File: src/verilog/rob_pkg.sv
`default_nettype none

package rob_pkg;

    // Reorder buffer geometry
    localparam int rob_size = 10;
    localparam int idx_w    = 4;

    // Field widths carried through the buffer
    localparam int instr_w = 3;
    localparam int exc_w   = 3;

    // Exception code for a clean completion
    localparam logic [exc_w-1:0] exc_none = '0;

    // Instruction types seen at retirement
    localparam logic [instr_w-1:0] itype_alu   = 3'd0;
    localparam logic [instr_w-1:0] itype_load  = 3'd1;
    localparam logic [instr_w-1:0] itype_store = 3'd2;
    localparam logic [instr_w-1:0] itype_mul   = 3'd3;

endpackage

`default_nettype wire

File: src/verilog/arch_regfile.sv
`default_nettype none

module arch_regfile (
    input  logic        clk,
    input  logic        reset,

    // Write port from commit
    input  logic        wr_en,
    input  logic [4:0]  wr_addr,
    input  logic [31:0] wr_data,

    // Read port
    input  logic [4:0]  rs_addr,
    output logic [31:0] rs_data
);

    logic [31:0] regs [32];

    always_ff @(posedge clk) begin
        if (reset) begin
            for (int i = 0; i < 32; i++) begin
                regs[i] <= '0;
            end
        end else if (wr_en && (wr_addr != 5'd0)) begin
            // x0 is never written, so it stays zero from reset
            regs[wr_addr] <= wr_data;
        end
    end

    // Combinational read
    assign rs_data = regs[rs_addr];

endmodule

`default_nettype wire

File: src/verilog/commit_unit.sv
`default_nettype none

module commit_unit (
    input  logic                         clk,
    input  logic                         reset,

    // Oldest buffer entry
    input  logic                         head_commit,
    input  logic [rob_pkg::exc_w-1:0]    head_exception,
    input  logic [31:0]                  head_value,
    input  logic [4:0]                   head_rd,
    input  logic [rob_pkg::instr_w-1:0]  head_instr_type,
    input  logic [31:0]                  head_pc,
    input  logic [31:0]                  head_miss_addr,

    // Register file write port
    output logic                         wr_en,
    output logic [4:0]                   wr_addr,
    output logic [31:0]                  wr_data,

    // Front end redirect and retire statistics
    output logic                         redirect,
    output logic [31:0]                  redirect_pc,
    output logic [31:0]                  redirect_miss_addr,
    output logic [31:0]                  retired_count
);

    logic clean_commit;
    logic fault_commit;

    assign clean_commit = head_commit && (head_exception == rob_pkg::exc_none);
    assign fault_commit = head_commit && (head_exception != rob_pkg::exc_none);

    // Stores and x0 retire without touching the register file
    assign wr_en   = clean_commit
                     && (head_instr_type != rob_pkg::itype_store)
                     && (head_rd != 5'd0);
    assign wr_addr = head_rd;
    assign wr_data = head_value;

    always_ff @(posedge clk) begin
        if (reset) begin
            redirect      <= 1'b0;
            retired_count <= '0;
        end else begin
            redirect <= fault_commit;
            if (clean_commit) begin
                retired_count <= retired_count + 1'b1;
            end
        end
    end

    // Redirect target, held until the next fault
    always_ff @(posedge clk) begin
        if (fault_commit) begin
            redirect_pc        <= head_pc;
            redirect_miss_addr <= head_miss_addr;
        end
    end

    // The flush empties the buffer, so a second fault cannot follow at once
    a_redirect_single: assert property (@(posedge clk) disable iff (reset)
        redirect |=> !redirect)
        else $error("redirect held for two cycles");

endmodule

`default_nettype wire

File: src/verilog/reorder_buffer.sv
`default_nettype none

module reorder_buffer (
    input  logic                         clk,
    input  logic                         reset,

    // Decode side
    input  logic                         alloc,
    input  logic [31:0]                  alloc_pc,
    input  logic [31:0]                  alloc_addr_miss,
    input  logic [4:0]                   alloc_rd,
    input  logic [rob_pkg::instr_w-1:0]  alloc_instr_type,
    input  logic                         stall,
    output logic                         full,
    output logic [rob_pkg::idx_w-1:0]    alloc_idx,

    // Execute completion port
    input  logic                         exe_complete,
    input  logic [rob_pkg::idx_w-1:0]    exe_idx,
    input  logic [31:0]                  exe_value,
    input  logic [rob_pkg::exc_w-1:0]    exe_exception,

    // Cache completion port, load data only
    input  logic                         cache_complete,
    input  logic [rob_pkg::idx_w-1:0]    cache_idx,
    input  logic [31:0]                  cache_value,

    // Oldest entry, toward the commit unit
    output logic                         head_commit,
    output logic [rob_pkg::exc_w-1:0]    head_exception,
    output logic [31:0]                  head_value,
    output logic [4:0]                   head_rd,
    output logic [rob_pkg::instr_w-1:0]  head_instr_type,
    output logic [31:0]                  head_pc,
    output logic [31:0]                  head_miss_addr
);

    localparam logic [rob_pkg::idx_w-1:0] last_idx = rob_pkg::idx_w'(rob_pkg::rob_size - 1);

    // Entry payload
    logic [31:0]                 pc_mem        [rob_pkg::rob_size];
    logic [31:0]                 miss_mem      [rob_pkg::rob_size];
    logic [31:0]                 value_mem     [rob_pkg::rob_size];
    logic [4:0]                  rd_mem        [rob_pkg::rob_size];
    logic [rob_pkg::instr_w-1:0] type_mem      [rob_pkg::rob_size];
    logic [rob_pkg::exc_w-1:0]   exception_mem [rob_pkg::rob_size];

    // Entry state
    logic [rob_pkg::rob_size-1:0] valid;
    logic [rob_pkg::rob_size-1:0] complete;

    logic [rob_pkg::idx_w-1:0] head;
    logic [rob_pkg::idx_w-1:0] tail;
    logic [rob_pkg::idx_w-1:0] count;

    logic alloc_fire;
    logic flush;
    logic release_head;

    function automatic logic [rob_pkg::idx_w-1:0] next_idx(input logic [rob_pkg::idx_w-1:0] idx);
        return (idx == last_idx) ? '0 : idx + 1'b1;
    endfunction

    assign full      = (count == rob_pkg::rob_size);
    assign alloc_idx = tail;

    assign alloc_fire   = alloc && !full && !stall;
    assign head_commit  = valid[head] && complete[head];
    assign flush        = head_commit && (exception_mem[head] != rob_pkg::exc_none);
    assign release_head = head_commit && !flush;

    // Head entry straight out of the arrays
    assign head_exception  = exception_mem[head];
    assign head_value      = value_mem[head];
    assign head_rd         = rd_mem[head];
    assign head_instr_type = type_mem[head];
    assign head_pc         = pc_mem[head];
    assign head_miss_addr  = miss_mem[head];

    always_ff @(posedge clk) begin
        if (reset || flush) begin
            head     <= '0;
            tail     <= '0;
            count    <= '0;
            valid    <= '0;
            complete <= '0;
        end else begin
            if (alloc_fire) begin
                valid[tail]    <= 1'b1;
                complete[tail] <= 1'b0;
                tail           <= next_idx(tail);
            end
            if (exe_complete) begin
                complete[exe_idx] <= 1'b1;
            end
            if (cache_complete) begin
                complete[cache_idx] <= 1'b1;
            end
            // Release last so it wins over a late completion to the head
            if (release_head) begin
                valid[head]    <= 1'b0;
                complete[head] <= 1'b0;
                head           <= next_idx(head);
            end
            case ({alloc_fire, release_head})
                2'b10:   count <= count + 1'b1;
                2'b01:   count <= count - 1'b1;
                default: count <= count;
            endcase
        end
    end

    always_ff @(posedge clk) begin
        if (alloc_fire) begin
            pc_mem[tail]   <= alloc_pc;
            miss_mem[tail] <= alloc_addr_miss;
            rd_mem[tail]   <= alloc_rd;
            type_mem[tail] <= alloc_instr_type;
        end
        if (exe_complete) begin
            value_mem[exe_idx]     <= exe_value;
            exception_mem[exe_idx] <= exe_exception;
        end
        if (cache_complete) begin
            value_mem[cache_idx]     <= cache_value;
            exception_mem[cache_idx] <= rob_pkg::exc_none;
        end
    end

    // Completions must name a live entry
    a_exe_target_valid: assert property (@(posedge clk) disable iff (reset)
        exe_complete |-> (exe_idx < rob_pkg::rob_size) && valid[exe_idx])
        else $error("execute completion to invalid entry %0d", exe_idx);

    a_cache_target_valid: assert property (@(posedge clk) disable iff (reset)
        cache_complete |-> (cache_idx < rob_pkg::rob_size) && valid[cache_idx])
        else $error("cache completion to invalid entry %0d", cache_idx);

    a_port_collision: assert property (@(posedge clk) disable iff (reset)
        !(exe_complete && cache_complete && (exe_idx == cache_idx)))
        else $error("both completion ports hit entry %0d", exe_idx);

    a_count_bound: assert property (@(posedge clk) disable iff (reset)
        count <= rob_pkg::rob_size)
        else $error("entry count %0d above buffer size", count);

endmodule

`default_nettype wire

File: src/verilog/rob_core_top.sv
`default_nettype none

module rob_core_top (
    input  logic                         clk,
    input  logic                         reset,

    // Decode
    input  logic                         alloc,
    input  logic [31:0]                  alloc_pc,
    input  logic [31:0]                  alloc_addr_miss,
    input  logic [4:0]                   alloc_rd,
    input  logic [rob_pkg::instr_w-1:0]  alloc_instr_type,
    input  logic                         stall,
    output logic                         full,
    output logic [rob_pkg::idx_w-1:0]    alloc_idx,

    // Execute and cache completions
    input  logic                         exe_complete,
    input  logic [rob_pkg::idx_w-1:0]    exe_idx,
    input  logic [31:0]                  exe_value,
    input  logic [rob_pkg::exc_w-1:0]    exe_exception,
    input  logic                         cache_complete,
    input  logic [rob_pkg::idx_w-1:0]    cache_idx,
    input  logic [31:0]                  cache_value,

    // Architectural read port
    input  logic [4:0]                   rs_addr,
    output logic [31:0]                  rs_data,

    // Retirement outputs
    output logic                         redirect,
    output logic [31:0]                  redirect_pc,
    output logic [31:0]                  redirect_miss_addr,
    output logic [31:0]                  retired_count
);

    // Buffer head toward commit
    logic                        head_commit;
    logic [rob_pkg::exc_w-1:0]   head_exception;
    logic [31:0]                 head_value;
    logic [4:0]                  head_rd;
    logic [rob_pkg::instr_w-1:0] head_instr_type;
    logic [31:0]                 head_pc;
    logic [31:0]                 head_miss_addr;

    // Commit toward register file
    logic        wr_en;
    logic [4:0]  wr_addr;
    logic [31:0] wr_data;

    reorder_buffer i_rob (
        .clk              (clk),
        .reset            (reset),
        .alloc            (alloc),
        .alloc_pc         (alloc_pc),
        .alloc_addr_miss  (alloc_addr_miss),
        .alloc_rd         (alloc_rd),
        .alloc_instr_type (alloc_instr_type),
        .stall            (stall),
        .full             (full),
        .alloc_idx        (alloc_idx),
        .exe_complete     (exe_complete),
        .exe_idx          (exe_idx),
        .exe_value        (exe_value),
        .exe_exception    (exe_exception),
        .cache_complete   (cache_complete),
        .cache_idx        (cache_idx),
        .cache_value      (cache_value),
        .head_commit      (head_commit),
        .head_exception   (head_exception),
        .head_value       (head_value),
        .head_rd          (head_rd),
        .head_instr_type  (head_instr_type),
        .head_pc          (head_pc),
        .head_miss_addr   (head_miss_addr)
    );

    commit_unit i_commit (
        .clk                (clk),
        .reset              (reset),
        .head_commit        (head_commit),
        .head_exception     (head_exception),
        .head_value         (head_value),
        .head_rd            (head_rd),
        .head_instr_type    (head_instr_type),
        .head_pc            (head_pc),
        .head_miss_addr     (head_miss_addr),
        .wr_en              (wr_en),
        .wr_addr            (wr_addr),
        .wr_data            (wr_data),
        .redirect           (redirect),
        .redirect_pc        (redirect_pc),
        .redirect_miss_addr (redirect_miss_addr),
        .retired_count      (retired_count)
    );

    arch_regfile i_regfile (
        .clk     (clk),
        .reset   (reset),
        .wr_en   (wr_en),
        .wr_addr (wr_addr),
        .wr_data (wr_data),
        .rs_addr (rs_addr),
        .rs_data (rs_data)
    );

endmodule

`default_nettype wire

File: config.mk
export PLATFORM = sky130hd
export DESIGN_NAME = rob_core_top
export DESIGN_NICKNAME = d
export VERILOG_FILES = /design/src/verilog/rob_pkg.sv /design/src/verilog/arch_regfile.sv /design/src/verilog/commit_unit.sv /design/src/verilog/reorder_buffer.sv /design/src/verilog/rob_core_top.sv
export SDC_FILE = /design/constraint.sdc
export NUM_CORES = 2
export LEC_CHECK = 0
export ABC_CLOCK_PERIOD_IN_PS = 5900
export CORE_MARGIN = 5
export CORE_UTILIZATION = 35
export CTS_CLUSTER_DIAMETER = 80
export DETAILED_ROUTE_END_ITERATION = 12
export DONT_BUFFER_PORTS = 1
export PLACE_DENSITY = 0.55
export SETUP_SLACK_MARGIN = 0.15
export SYNTH_ARGS = -nofsm -noshare
export SYNTH_HDL_FRONTEND = slang
export SYNTH_SLANG_ARGS = --single-unit
File: constraint.sdc
create_clock -name clk -period 5.9 [get_ports clk]
set_input_delay 1.77 -clock clk [delete_from_list [all_inputs] [get_ports clk]]
set_output_delay 1.77 -clock clk [all_outputs]
set_load 0.05 [all_outputs]
==> flow_results.xml <==
<?xml version="1.0" encoding="UTF-8"?>
<metrics>
  <group name="worst_setup_path">
    <metric name="type_of_origin_of_the_critical_path" unit="">input port</metric>
    <metric name="crit_path_max_incr_delay" unit="ns">0.69</metric>
    <metric name="timing.reg2reg.worst_path_depth" unit="">8</metric>
    <metric name="crit_buf_inv" unit="">0</metric>
    <metric name="largest_delay_contributor_family_on_the_critical_path" unit="">multiplexers</metric>
    <metric name="reg2reg_from" unit="">i_rob.head[0]</metric>
    <metric name="critPathSlowestCell" unit="">sky130_fd_sc_hd__mux4_2</metric>
    <metric name="cp-end-kind" unit="">output pin</metric>
    <metric name="critPathRequiredTime" unit="ns">4.13</metric>
    <metric name="r2r_slack" unit="ns">1.34</metric>
    <metric name="timing.rr.end" unit="">i_regfile.regs[5][29]</metric>
    <metric name="crit_path_max_fanout" unit="">256</metric>
    <metric name="arrival" unit="ns">3.80</metric>
    <metric name="list_of_cells_traversed_by_the_critical_path" unit="">mux4_2, mux4_2, mux2_2</metric>
    <metric name="critical_path.most_common_cell" unit="">sky130_fd_sc_hd__mux4_2</metric>
    <metric name="critical_path_class" unit="">in2out</metric>
  </group>
  <group name="clock_network">
    <metric name="cts_tree" unit="">yes</metric>
    <metric name="clk_path_buf_depth" unit="">3</metric>
    <metric name="cts_root_buffer" unit="">sky130_fd_sc_hd__clkbuf_16</metric>
    <metric name="post_cts.repair.setup_buffers" unit="">0</metric>
    <metric name="clock_insertion_delay_worst_skew" unit="ns">0.89</metric>
    <metric name="postCtsResizedCells" unit="">0</metric>
    <metric name="cts-buffers-inserted" unit="">230</metric>
    <metric name="cts.sink_count" unit="">2227</metric>
    <metric name="cts_hold_buf" unit="">0</metric>
    <metric name="ctsHtreeMaxLevel" unit="">4</metric>
    <metric name="cts.reportedPaths.clkPinSlew" unit="ns">0.06</metric>
  </group>
  <group name="logic_synthesis">
    <metric name="ys_seq_area_share" unit="%">70.1</metric>
    <metric name="synthMostInstantiatedCell" unit="">sky130_fd_sc_hd__edfxtp_1</metric>
    <metric name="synth.top_cells.by_area" unit="">sky130_fd_sc_hd__edfxtp_1 (68%), sky130_fd_sc_hd__mux4_2 (13%), sky130_fd_sc_hd__nor2_1 (4.1%)</metric>
    <metric name="syn_area" unit="mm²">0.0940</metric>
    <metric name="synthFlopType" unit="">sky130_fd_sc_hd__edfxtp_1</metric>
    <metric name="synth-edff-count" unit="">2128</metric>
    <metric name="yosys_warnings" unit="">0</metric>
    <metric name="netlist.top_cell.by_area" unit="">sky130_fd_sc_hd__edfxtp_1</metric>
    <metric name="syn_area_per_cell" unit="µm²">16.2</metric>
    <metric name="netlist_top_cells_count" unit="">sky130_fd_sc_hd__edfxtp_1 (2128), sky130_fd_sc_hd__nor2_1 (1034), sky130_fd_sc_hd__mux4_2 (523)</metric>
    <metric name="netlist.area_leader.share" unit="%">68.0</metric>
    <metric name="async_flop_share" unit="%">0</metric>
    <metric name="synth.lib_cells_used.distinct" unit="">69</metric>
    <metric name="post_synth_inst_count" unit="">5799</metric>
    <metric name="ys_seq_elements" unit="">2227</metric>
  </group>
  <group name="detailed_routing">
    <metric name="drt-total-wl" unit="mm">281</metric>
    <metric name="routed.top_layer" unit="">met4</metric>
    <metric name="route.met3.wl" unit="mm">24.3</metric>
    <metric name="detailroute.via_count" unit="">52325</metric>
    <metric name="detailedRoute.firstIterationViolations" unit="">5358</metric>
    <metric name="detailroute.wirelength.met2" unit="mm">132</metric>
    <metric name="remaining_drc_errors" unit="">0</metric>
    <metric name="routed_length_per_placed_instance" unit="µm">29.4</metric>
    <metric name="routed_via_density" unit="">5.48</metric>
    <metric name="dr.pass1.iters" unit="">6</metric>
    <metric name="routedLengthMet1" unit="mm">115</metric>
    <metric name="postRouteAntennaNets" unit="">0</metric>
  </group>
  <group name="grt">
    <metric name="grt_pass1_vias" unit="">54130</metric>
    <metric name="antenna_violations_before_repair" unit="">5</metric>
    <metric name="groute.usage.overall" unit="%">19.8</metric>
    <metric name="grt_first_pass_wirelength" unit="mm">400</metric>
    <metric name="grt_max_degree" unit="">257</metric>
    <metric name="globalRouteOverflowTotal" unit="">0</metric>
  </group>
  <group name="sta">
    <metric name="timing.setup.tns" unit="ns">0</metric>
    <metric name="fmax" unit="MHz">180</metric>
    <metric name="maxSlewHeadroom" unit="%">17.1</metric>
    <metric name="grt_setup_unrepaired" unit="">false</metric>
    <metric name="finalHoldViolations" unit="">0</metric>
    <metric name="timing_max_transition_violations_final" unit="">0</metric>
    <metric name="setup_ws" unit="ns">0.332</metric>
    <metric name="min_period_over_period" unit="%">94.4</metric>
    <metric name="timing.final.setup_violations" unit="">0</metric>
    <metric name="fin_crit" unit="ns">5.57</metric>
    <metric name="worst_pin_slew" unit="ns">1.23</metric>
    <metric name="clock_skew" unit="ns">0.104</metric>
  </group>
  <group name="place">
    <metric name="placement.setup.worst_slack" unit="ns">0.658</metric>
    <metric name="detailed_place_hpwl" unit="mm">158</metric>
    <metric name="gp_congestion" unit="">0.784</metric>
    <metric name="dp_area" unit="mm²">0.0989</metric>
    <metric name="place.port_buffers" unit="">0</metric>
  </group>
  <group name="cells_and_area">
    <metric name="layout-drive-gt1-share" unit="%">23.1</metric>
    <metric name="layout.nets" unit="">5948</metric>
    <metric name="syn2layout_area_growth" unit="%">13.2</metric>
    <metric name="final.fill_count" unit="">24424</metric>
    <metric name="final_area" unit="mm²">0.106</metric>
  </group>
  <group name="die">
    <metric name="ios" unit="">292</metric>
    <metric name="fp.dieArea" unit="mm²">0.279</metric>
    <metric name="design.core.area" unit="mm²">0.268</metric>
    <metric name="initial_utilization" unit="%">35.1</metric>
    <metric name="fp.dieH" unit="µm">528</metric>
    <metric name="fp-row-count" unit="">190</metric>
    <metric name="die_width" unit="µm">528</metric>
  </group>
  <group name="run_status">
    <metric name="status" unit="">finished clean</metric>
  </group>
  <group name="run">
    <metric name="maxCapViolCount" unit="">0</metric>
  </group>
  <group name="power_and_ir_drop">
    <metric name="ir_drop" unit="V">0.000263</metric>
    <metric name="power-per-cell-area" unit="mW/mm²">319</metric>
    <metric name="static-leakage-power" unit="µW">0.0335</metric>
  </group>
  <group name="worst_hold_path">
    <metric name="hp-start" unit="">i_rob.exception_mem[6][2]</metric>
    <metric name="worst_hold_path.endpoint" unit="">i_rob.exception_mem[6][2]</metric>
    <metric name="hold_path.class" unit="">reg2reg</metric>
    <metric name="hold-path-cell-count" unit="">2</metric>
  </group>
</metrics>
-- kinds of logic (layout without fill, tap and decap cells) --
| kind of cell | count (synthesis) | in the layout | synth area share, % |
|---|---|---|---|
| compound gates | 343 | 343 | 2.29 |
| xor+xnor | 10 | 10 | 0.0932 |
| fa+ha+maj | 4 | 4 | 0.0532 |
| buf+inv | 460 | 615 | 2.05 |
| flops | 2227 | 2227 | 70.1 |
| mux | 923 | 923 | 17.1 |
| other cells | 1 | 35 | 0.00399 |
| simple gates | 1831 | 1831 | 8.28 |
-- cell type report --
| type | count | area [µm²] | area share (%) |
|---|---|---|---|
| diodes | 3 | 7.51 | 0.00706 |
| clock buffers | 283 | 5990 | 5.63 |
| clock inverters | 148 | 1480 | 1.39 |
| inverters | 18 | 92.6 | 0.0870 |
| multi-input cells | 3143 | 26700 | 25.1 |
| flip-flops and latches | 2227 | 65900 | 62.0 |
| well taps | 3552 | 4440 | 4.18 |
| repair buffers | 166 | 1720 | 1.62 |
-- routing by layer --
layer  vias to the layer above  global-route usage, %
li1                      22125                      -
met1                     27659                   26.5
met2                      2087                   31.9
met3                       454                   5.06
met4                         0                   6.10
met5                         -                      0
-- cell usage in the layout (no fill, tap or decap), drive strengths merged, types with 16 or more instances in the layout --
master,instances
nor3,22
nand3,30
edfxtp,2128
nand2,487
conb,32
and2,70
clkbuf,283
buf,166
a21oi,145
bufinv,18
clkinv,116
dfxtp,99
mux2i,136
nor2,1034
nor2b,58
inv,26
mux4,523
or3,16
o21ai,37
mux2,264
a211oi,102
-- state kept, by name, indices dropped and copies added (netlist names), named ones only --
register                     cells
i_commit.retired_count          32
i_rob.value_mem                320
i_rob.pc_mem                   320
i_commit.redirect                1
i_rob.alloc_idx                  4
i_rob.count                      4
i_rob.valid                     10
i_rob.type_mem                  30
i_commit.redirect_miss_addr     32
i_regfile.regs                1024
i_rob.miss_mem                 320
i_rob.complete                  10
i_commit.redirect_pc            32
i_rob.rd_mem                    50
i_rob.exception_mem             30
i_rob.head                       4
-- through the flow --
step | util, % | total power, µW | hold slack (ns) | instances
2_1_floorplan | - | 19400 | 0.452 | 5830
3_3_place_gp | 37.0 | 19800 | 0.469 | 9106
3_5_place_dp | 37.0 | 19800 | 0.477 | 9106
4_1_cts | 39.7 | 34200 | 0.492 | 9537
5_1_grt | 39.7 | 34900 | 0.511 | 9537
6_report | 39.7 | 33900 | 0.491 | 9540
-- worst register-to-register path, cell delays in order (launching register included) --
cell and delay, ns:
sky130_fd_sc_hd__dfxtp_4 0.42, sky130_fd_sc_hd__mux4_2 0.51, sky130_fd_sc_hd__a22oi_1 0.21, sky130_fd_sc_hd__a22o_1 0.42, sky130_fd_sc_hd__a211o_2 0.20, sky130_fd_sc_hd__clkinv_1 0.55
sky130_fd_sc_hd__nand2_4 0.93, sky130_fd_sc_hd__buf_4 0.90, sky130_fd_sc_hd__nor2_1 0.19
-- how the worst max path moves through the flow --
stage | from | to | slack [ns] | cells past startpoint
finish | rs_addr[0] | rs_data[26] | 0.33 | 3
global route | rs_addr[0] | rs_data[26] | 0.31 | 3
CTS | rs_addr[0] | rs_data[27] | 0.65 | 3
detailed placement | rs_addr[0] | rs_data[27] | 0.66 | 3
global placement | rs_addr[0] | rs_data[26] | 0.67 | 3
floorplan | reset | i_regfile.regs[21][0] | 0.28 | 5
-- power by group --
part           internal (µW)  switching (µW)
combinational            654             971
clock                   8050            6350
sequential             17700             142
total                  26400            7460
(Power assumes the default switching activity.)
